==> src/hw/datapath_pkg.sv <==
// datapath types and encodings
`default_nettype none

package datapath_pkg;

    // widths fixed by the ISA
    typedef logic [31:0] word_t;
    typedef logic [31:0] instr_t;
    typedef logic [4:0]  reg_idx_t;

    typedef enum logic [2:0] {
        alu_add,
        alu_sub,
        alu_and,
        alu_or,
        alu_xor,
        alu_slt
    } alu_op_t;

    typedef enum logic [2:0] {
        fu_none,
        fu_alu,
        fu_load,
        fu_store,
        fu_branch,
        fu_jump,
        fu_halt
    } fu_sel_t;

    // rv32i major opcodes
    localparam logic [6:0] op_rtype  = 7'b0110011;
    localparam logic [6:0] op_imm    = 7'b0010011;
    localparam logic [6:0] op_load   = 7'b0000011;
    localparam logic [6:0] op_store  = 7'b0100011;
    localparam logic [6:0] op_branch = 7'b1100011;
    localparam logic [6:0] op_jal    = 7'b1101111;
    localparam instr_t     halt_word = 32'hffff_ffff;

    typedef struct packed {
        fu_sel_t  fu;
        alu_op_t  alu_op;
        reg_idx_t rd;
        word_t    rdat1;
        word_t    rdat2;
        word_t    imm;
        word_t    pc;
        logic     uses_imm;
        logic     is_bne;
    } issue_t;

    typedef struct packed {
        logic     valid;
        logic     wen;
        reg_idx_t rd;
        word_t    wdat;
        logic     halt;
    } result_t;

    typedef enum logic {
        mem_idle,
        mem_wait
    } mem_state_t;

endpackage

`default_nettype wire

==> src/hw/datapath_ifs.sv <==
// pipeline stage interfaces
`timescale 1ns/1ps
`default_nettype none

interface fetch_if import datapath_pkg::*; ();
    instr_t instr;
    word_t  pc;
    logic   valid;
    logic   freeze;
    logic   redirect;
    word_t  correct_pc;

    modport fetch (output instr, pc, valid, input freeze, redirect, correct_pc);
    modport sb (input instr, pc, valid, output freeze);
    modport ex (output redirect, correct_pc);
endinterface

interface issue_if import datapath_pkg::*; ();
    issue_t out;
    logic   valid;
    logic   busy;
    logic   flush;

    modport sb (output out, valid, input busy, flush);
    modport ex (input out, valid, output busy, flush);
endinterface

interface result_if import datapath_pkg::*; ();
    result_t  res;
    logic     clear_en;
    reg_idx_t clear_rd;

    modport ex (output res);
    modport wb (input res, output clear_en, clear_rd);
    modport sb (input clear_en, clear_rd);
endinterface

interface regfile_if import datapath_pkg::*; ();
    reg_idx_t rsel1;
    reg_idx_t rsel2;
    word_t    rdat1;
    word_t    rdat2;
    logic     wen;
    reg_idx_t wsel;
    word_t    wdat;

    modport sb (output rsel1, rsel2, input rdat1, rdat2);
    modport wb (output wen, wsel, wdat);
    modport rf (input rsel1, rsel2, wen, wsel, wdat, output rdat1, rdat2);
endinterface

`default_nettype wire

==> src/hw/fetch_stage.sv <==
// instruction fetch stage
`timescale 1ns/1ps
`default_nettype none

module fetch_stage import datapath_pkg::*; #(
    parameter word_t reset_pc = 32'h0000_0000
) (
    input  logic   CLK,
    input  logic   nrst,
    input  logic   ihit,
    input  word_t  imemload,
    output logic   imemREN,
    output word_t  imemaddr,
    fetch_if.fetch fif
);
    word_t  pc;
    logic   started;
    logic   halted;
    logic   take;
    logic   valid_q;
    instr_t instr_q;
    word_t  pc_q;

    // no request in the first cycle out of reset
    assign imemaddr = pc;
    assign imemREN  = started && !halted && !fif.freeze;
    assign take     = imemREN && ihit;

    always_ff @(posedge CLK, negedge nrst) begin
        if (!nrst) begin
            pc      <= reset_pc;
            started <= 1'b0;
            halted  <= 1'b0;
            valid_q <= 1'b0;
        end else begin
            started <= 1'b1;
            if (fif.redirect) begin
                pc      <= fif.correct_pc;
                halted  <= 1'b0;
                valid_q <= 1'b0;
            end else if (!fif.freeze) begin
                valid_q <= take;
                if (take) begin
                    pc <= pc + 32'd4;
                    // stop after the halt word until a redirect
                    if (imemload == halt_word)
                        halted <= 1'b1;
                end
            end
        end
    end

    always_ff @(posedge CLK) begin
        if (take && !fif.redirect) begin
            instr_q <= imemload;
            pc_q    <= pc;
        end
    end

    assign fif.instr = instr_q;
    assign fif.pc    = pc_q;
    assign fif.valid = valid_q;

    a_pc_aligned: assert property (@(posedge CLK) disable iff (!nrst) pc[1:0] == 2'b00);

endmodule

`default_nettype wire

==> src/hw/scoreboard.sv <==
// decode and scoreboard issue
`timescale 1ns/1ps
`default_nettype none

module scoreboard import datapath_pkg::*; (
    input logic   CLK,
    input logic   nrst,
    fetch_if.sb   fif,
    issue_if.sb   iif,
    result_if.sb  rif,
    regfile_if.sb rfif
);
    issue_t      dec;
    issue_t      out_q;
    logic        valid_q;
    logic        uses_rs1;
    logic        uses_rs2;
    logic        writes_rd;
    reg_idx_t    rs1;
    reg_idx_t    rs2;
    logic [31:0] busy_q;
    logic [31:0] busy_now;
    logic [31:0] clear_mask;
    logic [31:0] set_mask;
    logic        hazard;
    logic        fire;

    function automatic alu_op_t alu_decode(input logic [2:0] funct3, input logic alt);
        alu_op_t op;
        case (funct3)
            3'b000:  op = alt ? alu_sub : alu_add;
            3'b010:  op = alu_slt;
            3'b100:  op = alu_xor;
            3'b110:  op = alu_or;
            3'b111:  op = alu_and;
            default: op = alu_add;
        endcase
        return op;
    endfunction

    assign rs1        = fif.instr[19:15];
    assign rs2        = fif.instr[24:20];
    assign rfif.rsel1 = rs1;
    assign rfif.rsel2 = rs2;

    always_comb begin
        dec       = '0;
        dec.pc    = fif.pc;
        dec.rd    = fif.instr[11:7];
        dec.rdat1 = rfif.rdat1;
        dec.rdat2 = rfif.rdat2;
        uses_rs1  = 1'b0;
        uses_rs2  = 1'b0;
        writes_rd = 1'b0;
        if (fif.instr == halt_word) begin
            dec.fu = fu_halt;
        end else begin
            case (fif.instr[6:0])
                op_rtype: begin
                    dec.fu     = fu_alu;
                    dec.alu_op = alu_decode(fif.instr[14:12], fif.instr[30]);
                    uses_rs1   = 1'b1;
                    uses_rs2   = 1'b1;
                    writes_rd  = 1'b1;
                end
                op_imm: begin
                    dec.fu       = fu_alu;
                    dec.alu_op   = alu_decode(fif.instr[14:12], 1'b0);
                    dec.imm      = {{20{fif.instr[31]}}, fif.instr[31:20]};
                    dec.uses_imm = 1'b1;
                    uses_rs1     = 1'b1;
                    writes_rd    = 1'b1;
                end
                op_load: begin
                    dec.fu    = fu_load;
                    dec.imm   = {{20{fif.instr[31]}}, fif.instr[31:20]};
                    uses_rs1  = 1'b1;
                    writes_rd = 1'b1;
                end
                op_store: begin
                    dec.fu   = fu_store;
                    dec.imm  = {{20{fif.instr[31]}}, fif.instr[31:25], fif.instr[11:7]};
                    uses_rs1 = 1'b1;
                    uses_rs2 = 1'b1;
                end
                op_branch: begin
                    dec.fu     = fu_branch;
                    dec.imm    = {{19{fif.instr[31]}}, fif.instr[31], fif.instr[7],
                                  fif.instr[30:25], fif.instr[11:8], 1'b0};
                    dec.is_bne = fif.instr[12];
                    uses_rs1   = 1'b1;
                    uses_rs2   = 1'b1;
                end
                op_jal: begin
                    dec.fu    = fu_jump;
                    dec.imm   = {{11{fif.instr[31]}}, fif.instr[31], fif.instr[19:12],
                                 fif.instr[20], fif.instr[30:21], 1'b0};
                    writes_rd = 1'b1;
                end
                default: ;
            endcase
        end
        // no destination means rd reads as x0 downstream
        if (!writes_rd)
            dec.rd = '0;
    end

    // a register being written back this cycle is already free (write-first bypass)
    assign clear_mask = rif.clear_en ? (32'd1 << rif.clear_rd) : 32'd0;
    assign busy_now   = busy_q & ~clear_mask;
    assign hazard     = (uses_rs1 && busy_now[rs1]) || (uses_rs2 && busy_now[rs2]) ||
                        busy_now[dec.rd];
    assign fire       = fif.valid && !hazard && !iif.busy && !iif.flush;
    assign fif.freeze = fif.valid && (hazard || iif.busy);
    assign set_mask   = (fire && dec.rd != '0) ? (32'd1 << dec.rd) : 32'd0;

    always_ff @(posedge CLK, negedge nrst) begin
        if (!nrst) begin
            busy_q  <= '0;
            valid_q <= 1'b0;
        end else begin
            busy_q <= busy_now | set_mask;
            if (iif.flush)
                valid_q <= 1'b0;
            else if (!iif.busy)
                valid_q <= fire;
        end
    end

    always_ff @(posedge CLK) begin
        if (fire)
            out_q <= dec;
    end

    assign iif.out   = out_q;
    assign iif.valid = valid_q;

    a_hold_while_busy: assert property (@(posedge CLK) disable iff (!nrst)
        iif.busy |=> valid_q && $stable(out_q));
    a_x0_never_busy: assert property (@(posedge CLK) disable iff (!nrst) !busy_q[0]);

endmodule

`default_nettype wire

==> src/hw/regfile.sv <==
// integer register file
`timescale 1ns/1ps
`default_nettype none

module regfile import datapath_pkg::*; (
    input logic   CLK,
    input logic   nrst,
    regfile_if.rf rfif
);
    word_t regs [32];

    // x0 is never written so it reads zero
    always_ff @(posedge CLK, negedge nrst) begin
        if (!nrst) begin
            for (int i = 0; i < 32; i++)
                regs[i] <= '0;
        end else if (rfif.wen && rfif.wsel != '0) begin
            regs[rfif.wsel] <= rfif.wdat;
        end
    end

    // write-first bypass on both read ports
    always_comb begin
        rfif.rdat1 = regs[rfif.rsel1];
        rfif.rdat2 = regs[rfif.rsel2];
        if (rfif.wen && rfif.wsel != '0 && rfif.wsel == rfif.rsel1)
            rfif.rdat1 = rfif.wdat;
        if (rfif.wen && rfif.wsel != '0 && rfif.wsel == rfif.rsel2)
            rfif.rdat2 = rfif.wdat;
    end

endmodule

`default_nettype wire

==> src/hw/execute.sv <==
// execute stage with alu, branch and load/store
`timescale 1ns/1ps
`default_nettype none

module execute import datapath_pkg::*; (
    input  logic  CLK,
    input  logic  nrst,
    issue_if.ex   iif,
    fetch_if.ex   fif,
    result_if.ex  rif,
    input  logic  dhit,
    input  word_t dmemload,
    output logic  dmemREN,
    output logic  dmemWEN,
    output word_t dmemaddr,
    output word_t dmemstore
);
    issue_t     ins;
    logic       vld;
    word_t      opb;
    word_t      alu_out;
    logic       taken;
    logic       redirect;
    logic       is_mem;
    logic       mem_done;
    mem_state_t state;
    word_t      mem_addr;
    word_t      mem_data;
    reg_idx_t   mem_rd;
    logic       mem_load;
    result_t    res_next;
    result_t    res_q;

    assign ins = iif.out;
    assign vld = iif.valid;
    assign opb = ins.uses_imm ? ins.imm : ins.rdat2;

    always_comb begin
        case (ins.alu_op)
            alu_sub: alu_out = ins.rdat1 - opb;
            alu_and: alu_out = ins.rdat1 & opb;
            alu_or:  alu_out = ins.rdat1 | opb;
            alu_xor: alu_out = ins.rdat1 ^ opb;
            alu_slt: alu_out = {31'd0, $signed(ins.rdat1) < $signed(opb)};
            default: alu_out = ins.rdat1 + opb;
        endcase
    end

    // beq taken on equal, bne on not equal
    assign taken          = (ins.rdat1 == ins.rdat2) ^ ins.is_bne;
    assign redirect       = vld && (ins.fu == fu_jump || (ins.fu == fu_branch && taken));
    assign fif.redirect   = redirect;
    assign fif.correct_pc = ins.pc + ins.imm;
    assign iif.flush      = redirect;

    assign is_mem   = vld && (ins.fu == fu_load || ins.fu == fu_store);
    assign mem_done = (state == mem_wait) && dhit;
    assign iif.busy = is_mem && !mem_done;

    always_ff @(posedge CLK, negedge nrst) begin
        if (!nrst)
            state <= mem_idle;
        else if (state == mem_idle && is_mem)
            state <= mem_wait;
        else if (mem_done)
            state <= mem_idle;
    end

    // request held steady while waiting for dhit
    always_ff @(posedge CLK) begin
        if (state == mem_idle && is_mem) begin
            mem_addr <= ins.rdat1 + ins.imm;
            mem_data <= ins.rdat2;
            mem_rd   <= ins.rd;
            mem_load <= ins.fu == fu_load;
        end
    end

    assign dmemREN   = (state == mem_wait) && mem_load;
    assign dmemWEN   = (state == mem_wait) && !mem_load;
    assign dmemaddr  = mem_addr;
    assign dmemstore = mem_data;

    always_comb begin
        res_next = '0;
        if (mem_done) begin
            res_next.valid = 1'b1;
            res_next.wen   = mem_load && mem_rd != '0;
            res_next.rd    = mem_rd;
            res_next.wdat  = dmemload;
        end else if (vld && !is_mem) begin
            res_next.valid = 1'b1;
            res_next.wen   = (ins.fu == fu_alu || ins.fu == fu_jump) && ins.rd != '0;
            res_next.rd    = ins.rd;
            // jal links pc + 4
            res_next.wdat  = (ins.fu == fu_jump) ? ins.pc + 32'd4 : alu_out;
            res_next.halt  = ins.fu == fu_halt;
        end
    end

    always_ff @(posedge CLK, negedge nrst) begin
        if (!nrst)
            res_q <= '0;
        else
            res_q <= res_next;
    end

    assign rif.res = res_q;

    a_one_strobe: assert property (@(posedge CLK) disable iff (!nrst) !(dmemREN && dmemWEN));

endmodule

`default_nettype wire

==> src/hw/writeback.sv <==
// writeback stage
`timescale 1ns/1ps
`default_nettype none

module writeback import datapath_pkg::*; (
    input  logic  CLK,
    input  logic  nrst,
    result_if.wb  rif,
    regfile_if.wb rfif,
    output logic  halt
);
    logic wr_en;

    assign wr_en        = rif.res.valid && rif.res.wen;
    assign rfif.wen     = wr_en;
    assign rfif.wsel    = rif.res.rd;
    assign rfif.wdat    = rif.res.wdat;
    // busy bit released on the same edge as the write
    assign rif.clear_en = wr_en;
    assign rif.clear_rd = rif.res.rd;

    // sticky once a halt record retires
    always_ff @(posedge CLK, negedge nrst) begin
        if (!nrst)
            halt <= 1'b0;
        else if (rif.res.valid && rif.res.halt)
            halt <= 1'b1;
    end

    a_no_x0_write: assert property (@(posedge CLK) disable iff (!nrst) wr_en |-> rif.res.rd != '0);

endmodule

`default_nettype wire

==> src/hw/sc_datapath.sv <==
// scalar pipeline datapath top
`timescale 1ns/1ps
`default_nettype none

module sc_datapath import datapath_pkg::*; #(
    parameter word_t reset_pc = 32'h0000_0000
) (
    input  logic  CLK,
    input  logic  nrst,
    input  logic  ihit,
    input  word_t imemload,
    output logic  imemREN,
    output word_t imemaddr,
    input  logic  dhit,
    input  word_t dmemload,
    output logic  dmemREN,
    output logic  dmemWEN,
    output word_t dmemaddr,
    output word_t dmemstore,
    output logic  halt
);
    fetch_if   fif ();
    issue_if   iif ();
    result_if  rif ();
    regfile_if rfif ();

    fetch_stage #(
        .reset_pc (reset_pc)
    ) i_fetch (
        .CLK      (CLK),
        .nrst     (nrst),
        .ihit     (ihit),
        .imemload (imemload),
        .imemREN  (imemREN),
        .imemaddr (imemaddr),
        .fif      (fif.fetch)
    );

    scoreboard i_scoreboard (
        .CLK  (CLK),
        .nrst (nrst),
        .fif  (fif.sb),
        .iif  (iif.sb),
        .rif  (rif.sb),
        .rfif (rfif.sb)
    );

    regfile i_regfile (
        .CLK  (CLK),
        .nrst (nrst),
        .rfif (rfif.rf)
    );

    // execute also drives the fetch redirect
    execute i_execute (
        .CLK       (CLK),
        .nrst      (nrst),
        .iif       (iif.ex),
        .fif       (fif.ex),
        .rif       (rif.ex),
        .dhit      (dhit),
        .dmemload  (dmemload),
        .dmemREN   (dmemREN),
        .dmemWEN   (dmemWEN),
        .dmemaddr  (dmemaddr),
        .dmemstore (dmemstore)
    );

    writeback i_writeback (
        .CLK  (CLK),
        .nrst (nrst),
        .rif  (rif.wb),
        .rfif (rfif.wb),
        .halt (halt)
    );

endmodule

`default_nettype wire

==> config.mk <==
export PLATFORM = sky130hd
export DESIGN_NAME = sc_datapath
export DESIGN_NICKNAME = d
export VERILOG_FILES = /design/src/hw/datapath_pkg.sv /design/src/hw/datapath_ifs.sv /design/src/hw/fetch_stage.sv /design/src/hw/scoreboard.sv /design/src/hw/regfile.sv /design/src/hw/execute.sv /design/src/hw/writeback.sv /design/src/hw/sc_datapath.sv
export SDC_FILE = /design/constraint.sdc
export NUM_CORES = 2
export LEC_CHECK = 0
export BUFFER_PORTS_ARGS = -buffer_cell sky130_fd_sc_hd__buf_2
export CORE_ASPECT_RATIO = 1.1
export CORE_MARGIN = 2
export CORE_UTILIZATION = 50
export CTS_CLUSTER_DIAMETER = 100
export DETAILED_ROUTE_END_ITERATION = 10
export GPL_TIMING_DRIVEN = 0
export MAX_ROUTING_LAYER = met4
export PLACE_DENSITY = 0.64
export SLEW_MARGIN = 40
export SYNTH_ARGS = -nofsm -noshare
export SYNTH_HDL_FRONTEND = slang
export SYNTH_SLANG_ARGS = --single-unit
==> constraint.sdc <==
create_clock -name CLK -period 17.6 [get_ports CLK]
set_input_delay 3.52 -clock CLK [delete_from_list [all_inputs] [get_ports CLK]]
set_output_delay 3.52 -clock CLK [all_outputs]
set_load 0.03 [all_outputs]
# Word-level counts from Yosys, hierarchy flattened
# Cells that the tools add are included.
# Widths: inputs -> output; s select.
[totals]
mem_bits_ro = 0
regBits = 1409
ram_bits = 0
n_memories = 0
latchBits = 0
input_bits = 68
output_inout_bits = 100
elab_cells = 226
[classes]
mul = 0
n_lt_le_gt_ge = 8
n_mux = 52
div_mod_pow = 0
addsub = 6
shift = 2
n_bitwise = 12
n_reduce_logical = 58
n_eq_ne = 28
[ops]
columns = ["op", "n"]
rows = [
  ["$bwmux 1024", 1],
  ["$mux 32", 14],
  ["$bmux 32 s5", 2],
  ["$demux 32 s5", 1],
  ["$pmux 32 s5", 1],
  ["$pmux 32 s4", 1],
  ["$add 32x32->32", 3],
  ["$add 32x3->32 const B", 2],
  ["$and 32x32->32", 2],
  ["$eq 32x32->1 const B", 2],
  ["$or 32x32->32", 2],
  ["$shl 1x5->32 const A", 2],
  ["$mux 40", 1],
  ["$mux 39", 1],
  ["$eq 32x32->1", 1],
  ["$lt 32x32->1", 1],
  ["$not 32->32", 1],
  ["$sub 32x32->32", 1],
  ["$xor 32x32->32", 1],
  ["$pmux 3 s5", 2],
  ["$logic_and 1x1->1", 28],
  ["$eq 3x3->1 const B", 8],
  ["$mux 1", 22],
  ["$reduce_bool 5->1", 4],
  ["29 further kinds", 62],
]

# Longest topological paths before layout
[depth]
word_depth = 17
depth_mapped = 16
mapped_depth_nobuf = 15

# Modules after synthesis
# From an unflattened synthesis, not the netlist that was laid out.
[hier_totals]
cells_unflattened = 5989
hier_area_um2 = 78092.4
[by_module_without_submodules]
columns = ["module", "area_each_um2", "n_inst", "seq_area_each_um2", "cells_per_inst"]
rows = [
  ["regfile", 53463.8, 1, 25624.6, 3484],
  ["execute", 13123.8, 1, 3128.0, 1614],
  ["scoreboard", 7275.7, 1, 4729.5, 570],
  ["fetch_stage", 3867.5, 1, 2797.7, 275],
  ["writeback", 361.6, 1, 25.0, 46],
]

# Least setup slack after synthesis
# Ideal clock, no wire load.
[synth_path]
path_type = "input to output"
from = "in dhit"
to = "out imemREN"
setup_slack_ns = 9.264
stages = 6
arrival_ns = 4.816
path_buffers = 0
required_ns = 14.080
path_cell_list = "nand2_1 nand3_1 nand3b_1 and4b_4 o211ai_4 a21oi_1"
[synth_via]
elab_chain_len = 7
[synth_rtl]
columns = ["item", "line", "rtl"]
rows = [
  ["from (decl)", "sc_datapath.sv:14", "input logic dhit,"],
  ["$logic_and 1x1->1", "execute.sv:57", "assign mem_done = (state == mem_wait) && dhit;"],
  ["$logic_not 1->1", "execute.sv:58", "assign iif.busy = is_mem && !mem_done;"],
  ["$logic_and 1x1->1", "execute.sv:58", ""],
  ["$logic_or 1x1->1", "scoreboard.sv:114", "assign fif.freeze = fif.valid && (hazard || iif.busy);"],
  ["$logic_and 1x1->1", "scoreboard.sv:114", ""],
  ["$logic_not 1->1", "fetch_stage.sv:26", "assign imemREN = started && !halted && !fif.freeze;"],
  ["$logic_and 1x1->1", "fetch_stage.sv:26", ""],
  ["to (decl)", "sc_datapath.sv:12", "output logic imemREN,"],
]
# No other way between the ends.

# Worst setup path in the final report
# Ends and elaborated chain as after synthesis.

==> flow_summary.yaml <==
clock_tree:
  cts_tree: "yes"
  clkTransAtPathRegs_ns: 0.06
  cts_sinks: 1398
  cts_max_path_buffers: 3
  cts_hold_buf: 0
  ctsRootBufferMaster: "clkbuf_16"
  cts.htree.levels: 4
  cts_setup_buffers: 0
  postCtsResizedCells: 0
  cts_buffers: 152
  clock_latency_ns: 0.84
sta:
  final-hold-violation-count: 0
  min_period_over_period_pct: 50.51
  finalMaxSlewViolations: 0
  fin_crit_ns: 8.889
  fin_worst_skew_ns: 0.04476
  rsz0062_at_grt: "no"
  setup-violations-final: 0
  tightest_slew_ns: 1.014
  slew_headroom_pct: 32.31
  setup_tns_ns: 0
  max_freq_mhz: 112.5
  fin_ws_ns: 8.711
setup_path:
  cp-end-kind: "output pin"
  criticalPathCategory: "in2out"
  worstPathArrival_ns: 5.37
  reg2regPathDepth: 14
  start_kind: "input pin"
  cp.required_ns: 14.08
  critPathMaxFanout: 10
logic_synthesis:
  syn-num-nets: 5908
  synth_warnings: 0
  synth_cell_types: 97
  synth_top_area_cell: "dfrtp_1"
  ys_seq_area_share_pct: 46.51
  post-synth-top-count-cell: "dfrtp_1"
  avgSynthCellArea_um2: 13.75
  synth-seq-cells: 1398
  netlist_top_cells_count: "dfrtp_1, mux2_2, mux4_2"
  ys_async_sr_fraction_pct: 81.12
  synth-edff-count: 264
  syn_area_mm2: 0.07805
  ys_top_cells_by_area: "dfrtp_1, mux4_2, mux2_2, edfxtp_1, ha_1"
  netlist_instances: 5675
  synth_top_cell_area_share_pct: 36.36
  synthFlopType: "dfrtp_1"
place:
  place_ws_ns: 8.768
  io_buffers: 167
  place_inst: 7965
  hpwl_mm: 214.5
  place_congestion: 1.012
global_routing:
  track_usage_pct: 36.50
  antenna_found_initial: 22
  grt_max_degree: 103
  grt_pass1_wl_mm: 401.3
  grt_pass1_vias: 55110
  grt_remaining_overflow: 0
route:
  drtIter0Drc: 5875
  drc_errors: 0
  antenna_left: 0
  wl_per_cell_um: 34.03
  wl_mm: 281.0
  vias: 55000
  first_pass_iters: 6
  viasPerCell: 6.660
power_and_ir_drop:
  p_total_mw: 8.208
  p_leak_nw: 38.73
  power_density_mw_per_mm2: 93.21
  ir_drop_mv: 0.09916
layout:
  synthToLayoutAreaGrowth_pct: 12.82
  finalNetCount: 6273
  instances_no_fill: 8259
  drive_gt1_share_pct: 38.18
die:
  initial_utilization_pct: 50.17
  die_height_um: 418.4
  boundaryPins: 168
  dieArea_mm2: 0.1593
  core-area_mm2: 0.1556
  rows: 152
  die_x_um: 380.7
hold_path:
  holdPathStages: 0
  hp-class: "reg2reg"
run:
  maxCapViolCount: 0
status:
  outcome: "finished, final reports clean"
[layer usage]
layer  up-vias  GRT usage, %  part of all wire (%)
li1      22570             -                     -
met1     28980         44.54                    37
met2      2760         57.71                    48
met3       692         7.803                   8.8
met4         0         18.59                   6.1
met5         -             -                     0
[where the power goes]
part,switching (mW),internal (mW)
clock,1.44,1.94
sequential,0.165,3.43
combinational,0.847,0.387
total,2.45,5.75
[critical path: stages]
cell and delay [ns]:
buf_2 0.14, nand2_1 0.28, nand3_1 0.37, nand3b_1 0.12
and4b_4 0.39, o211ai_4 0.14, a21oi_1 0.18, buf_2 0.21
[final timing paths]
kind,startpoint,end,slack [ns]
max,dhit,imemREN,8.71
min,i_fetch.fif.pc[31],i_scoreboard.iif.out[33],0.42
max reg2reg,i_scoreboard.iif.out[1],i_execute.rif.res[26],11.81
min reg2reg,i_fetch.fif.pc[31],i_scoreboard.iif.out[33],0.42
max in group asynchronous,nrst,i_regfile.regs[325],12.89
min in group asynchronous,nrst,i_execute.rif.res[19],2.53
[flip-flops by register name, indices dropped and copies added (netlist names)]
register and flops:
i_execute.dmemaddr 32, i_scoreboard.iif.out 130, i_execute.mem_load 1, i_regfile.regs 1024
i_fetch.fif.instr 32, i_execute.state 1, i_scoreboard.busy_q 32, i_execute.dmemstore 32
i_execute.mem_rd 5, i_fetch.imemaddr 32, i_fetch.halted 1, i_execute.rif.res 40
i_fetch.started 1, i_fetch.fif.pc 32, i_writeback.halt 1, i_scoreboard.iif.valid 1
i_fetch.fif.valid 1
[metrics by stage]
stage | cell area (µm²) | hold WS, ns | util [%]
detailed placement | 82740 | 0.4045 | 53.19
floorplan | 78050 | 0.4003 | -
global route | 88050 | 0.4206 | 56.60
finish | 88060 | 0.4188 | 56.60
global placement | 81490 | 0.4014 | 52.38
CTS | 88010 | 0.4180 | 56.57
[cells in the final DEF (no fill, tap or decap), types with 28 or more instances in the layout]
master and count:
a21o_1 56, a21oi_1 272, a31oi_1 40, buf_1 48, buf_2 249, clkbuf_1 298, clkbuf_16 152, clkbuf_2 78
clkbuf_8 28, clkinv_2 30, dfrtp_1 1134, edfxtp_1 264, ha_1 161, inv_1 148, mux2_2 1000, mux2i_1 99
mux4_2 653, nand2_1 159, nand3_1 59, nand4_1 48, nor2_1 220, nor3_1 34, o21ai_0 150, o21ai_1 28
o22ai_1 30, or3_1 30, xnor2_1 101, xor2_1 41
[layout make-up]
type	count	area (µm²)
Antenna cell	14	35.03
Buffer	490	2066
Clock buffer	201	4268
Clock inverter	79	1003
Fill cell	12750	67510
Inverter	150	570.5
Multi-Input combinational cell	3637	39430
Sequential cell	1398	36300
Tap cell	2079	2601
Timing Repair Buffer	211	1784
[logic make-up (layout without fill, tap and decap cells)]
| group | count (synthesis) | in the layout | synth area share [%] |
|---|---|---|---|
| compound gates | 836 | 836 | 6.768 |
| xor+xnor | 142 | 142 | 1.593 |
| fa+ha+maj | 165 | 165 | 2.683 |
| buf+inv | 640 | 1131 | 3.131 |
| flops | 1398 | 1398 | 46.51 |
| mux | 1755 | 1755 | 34.60 |
| other cells | 1 | 15 | 0.004804 |
| simple gates | 738 | 738 | 4.706 |
(Power assumes the default switching activity.)
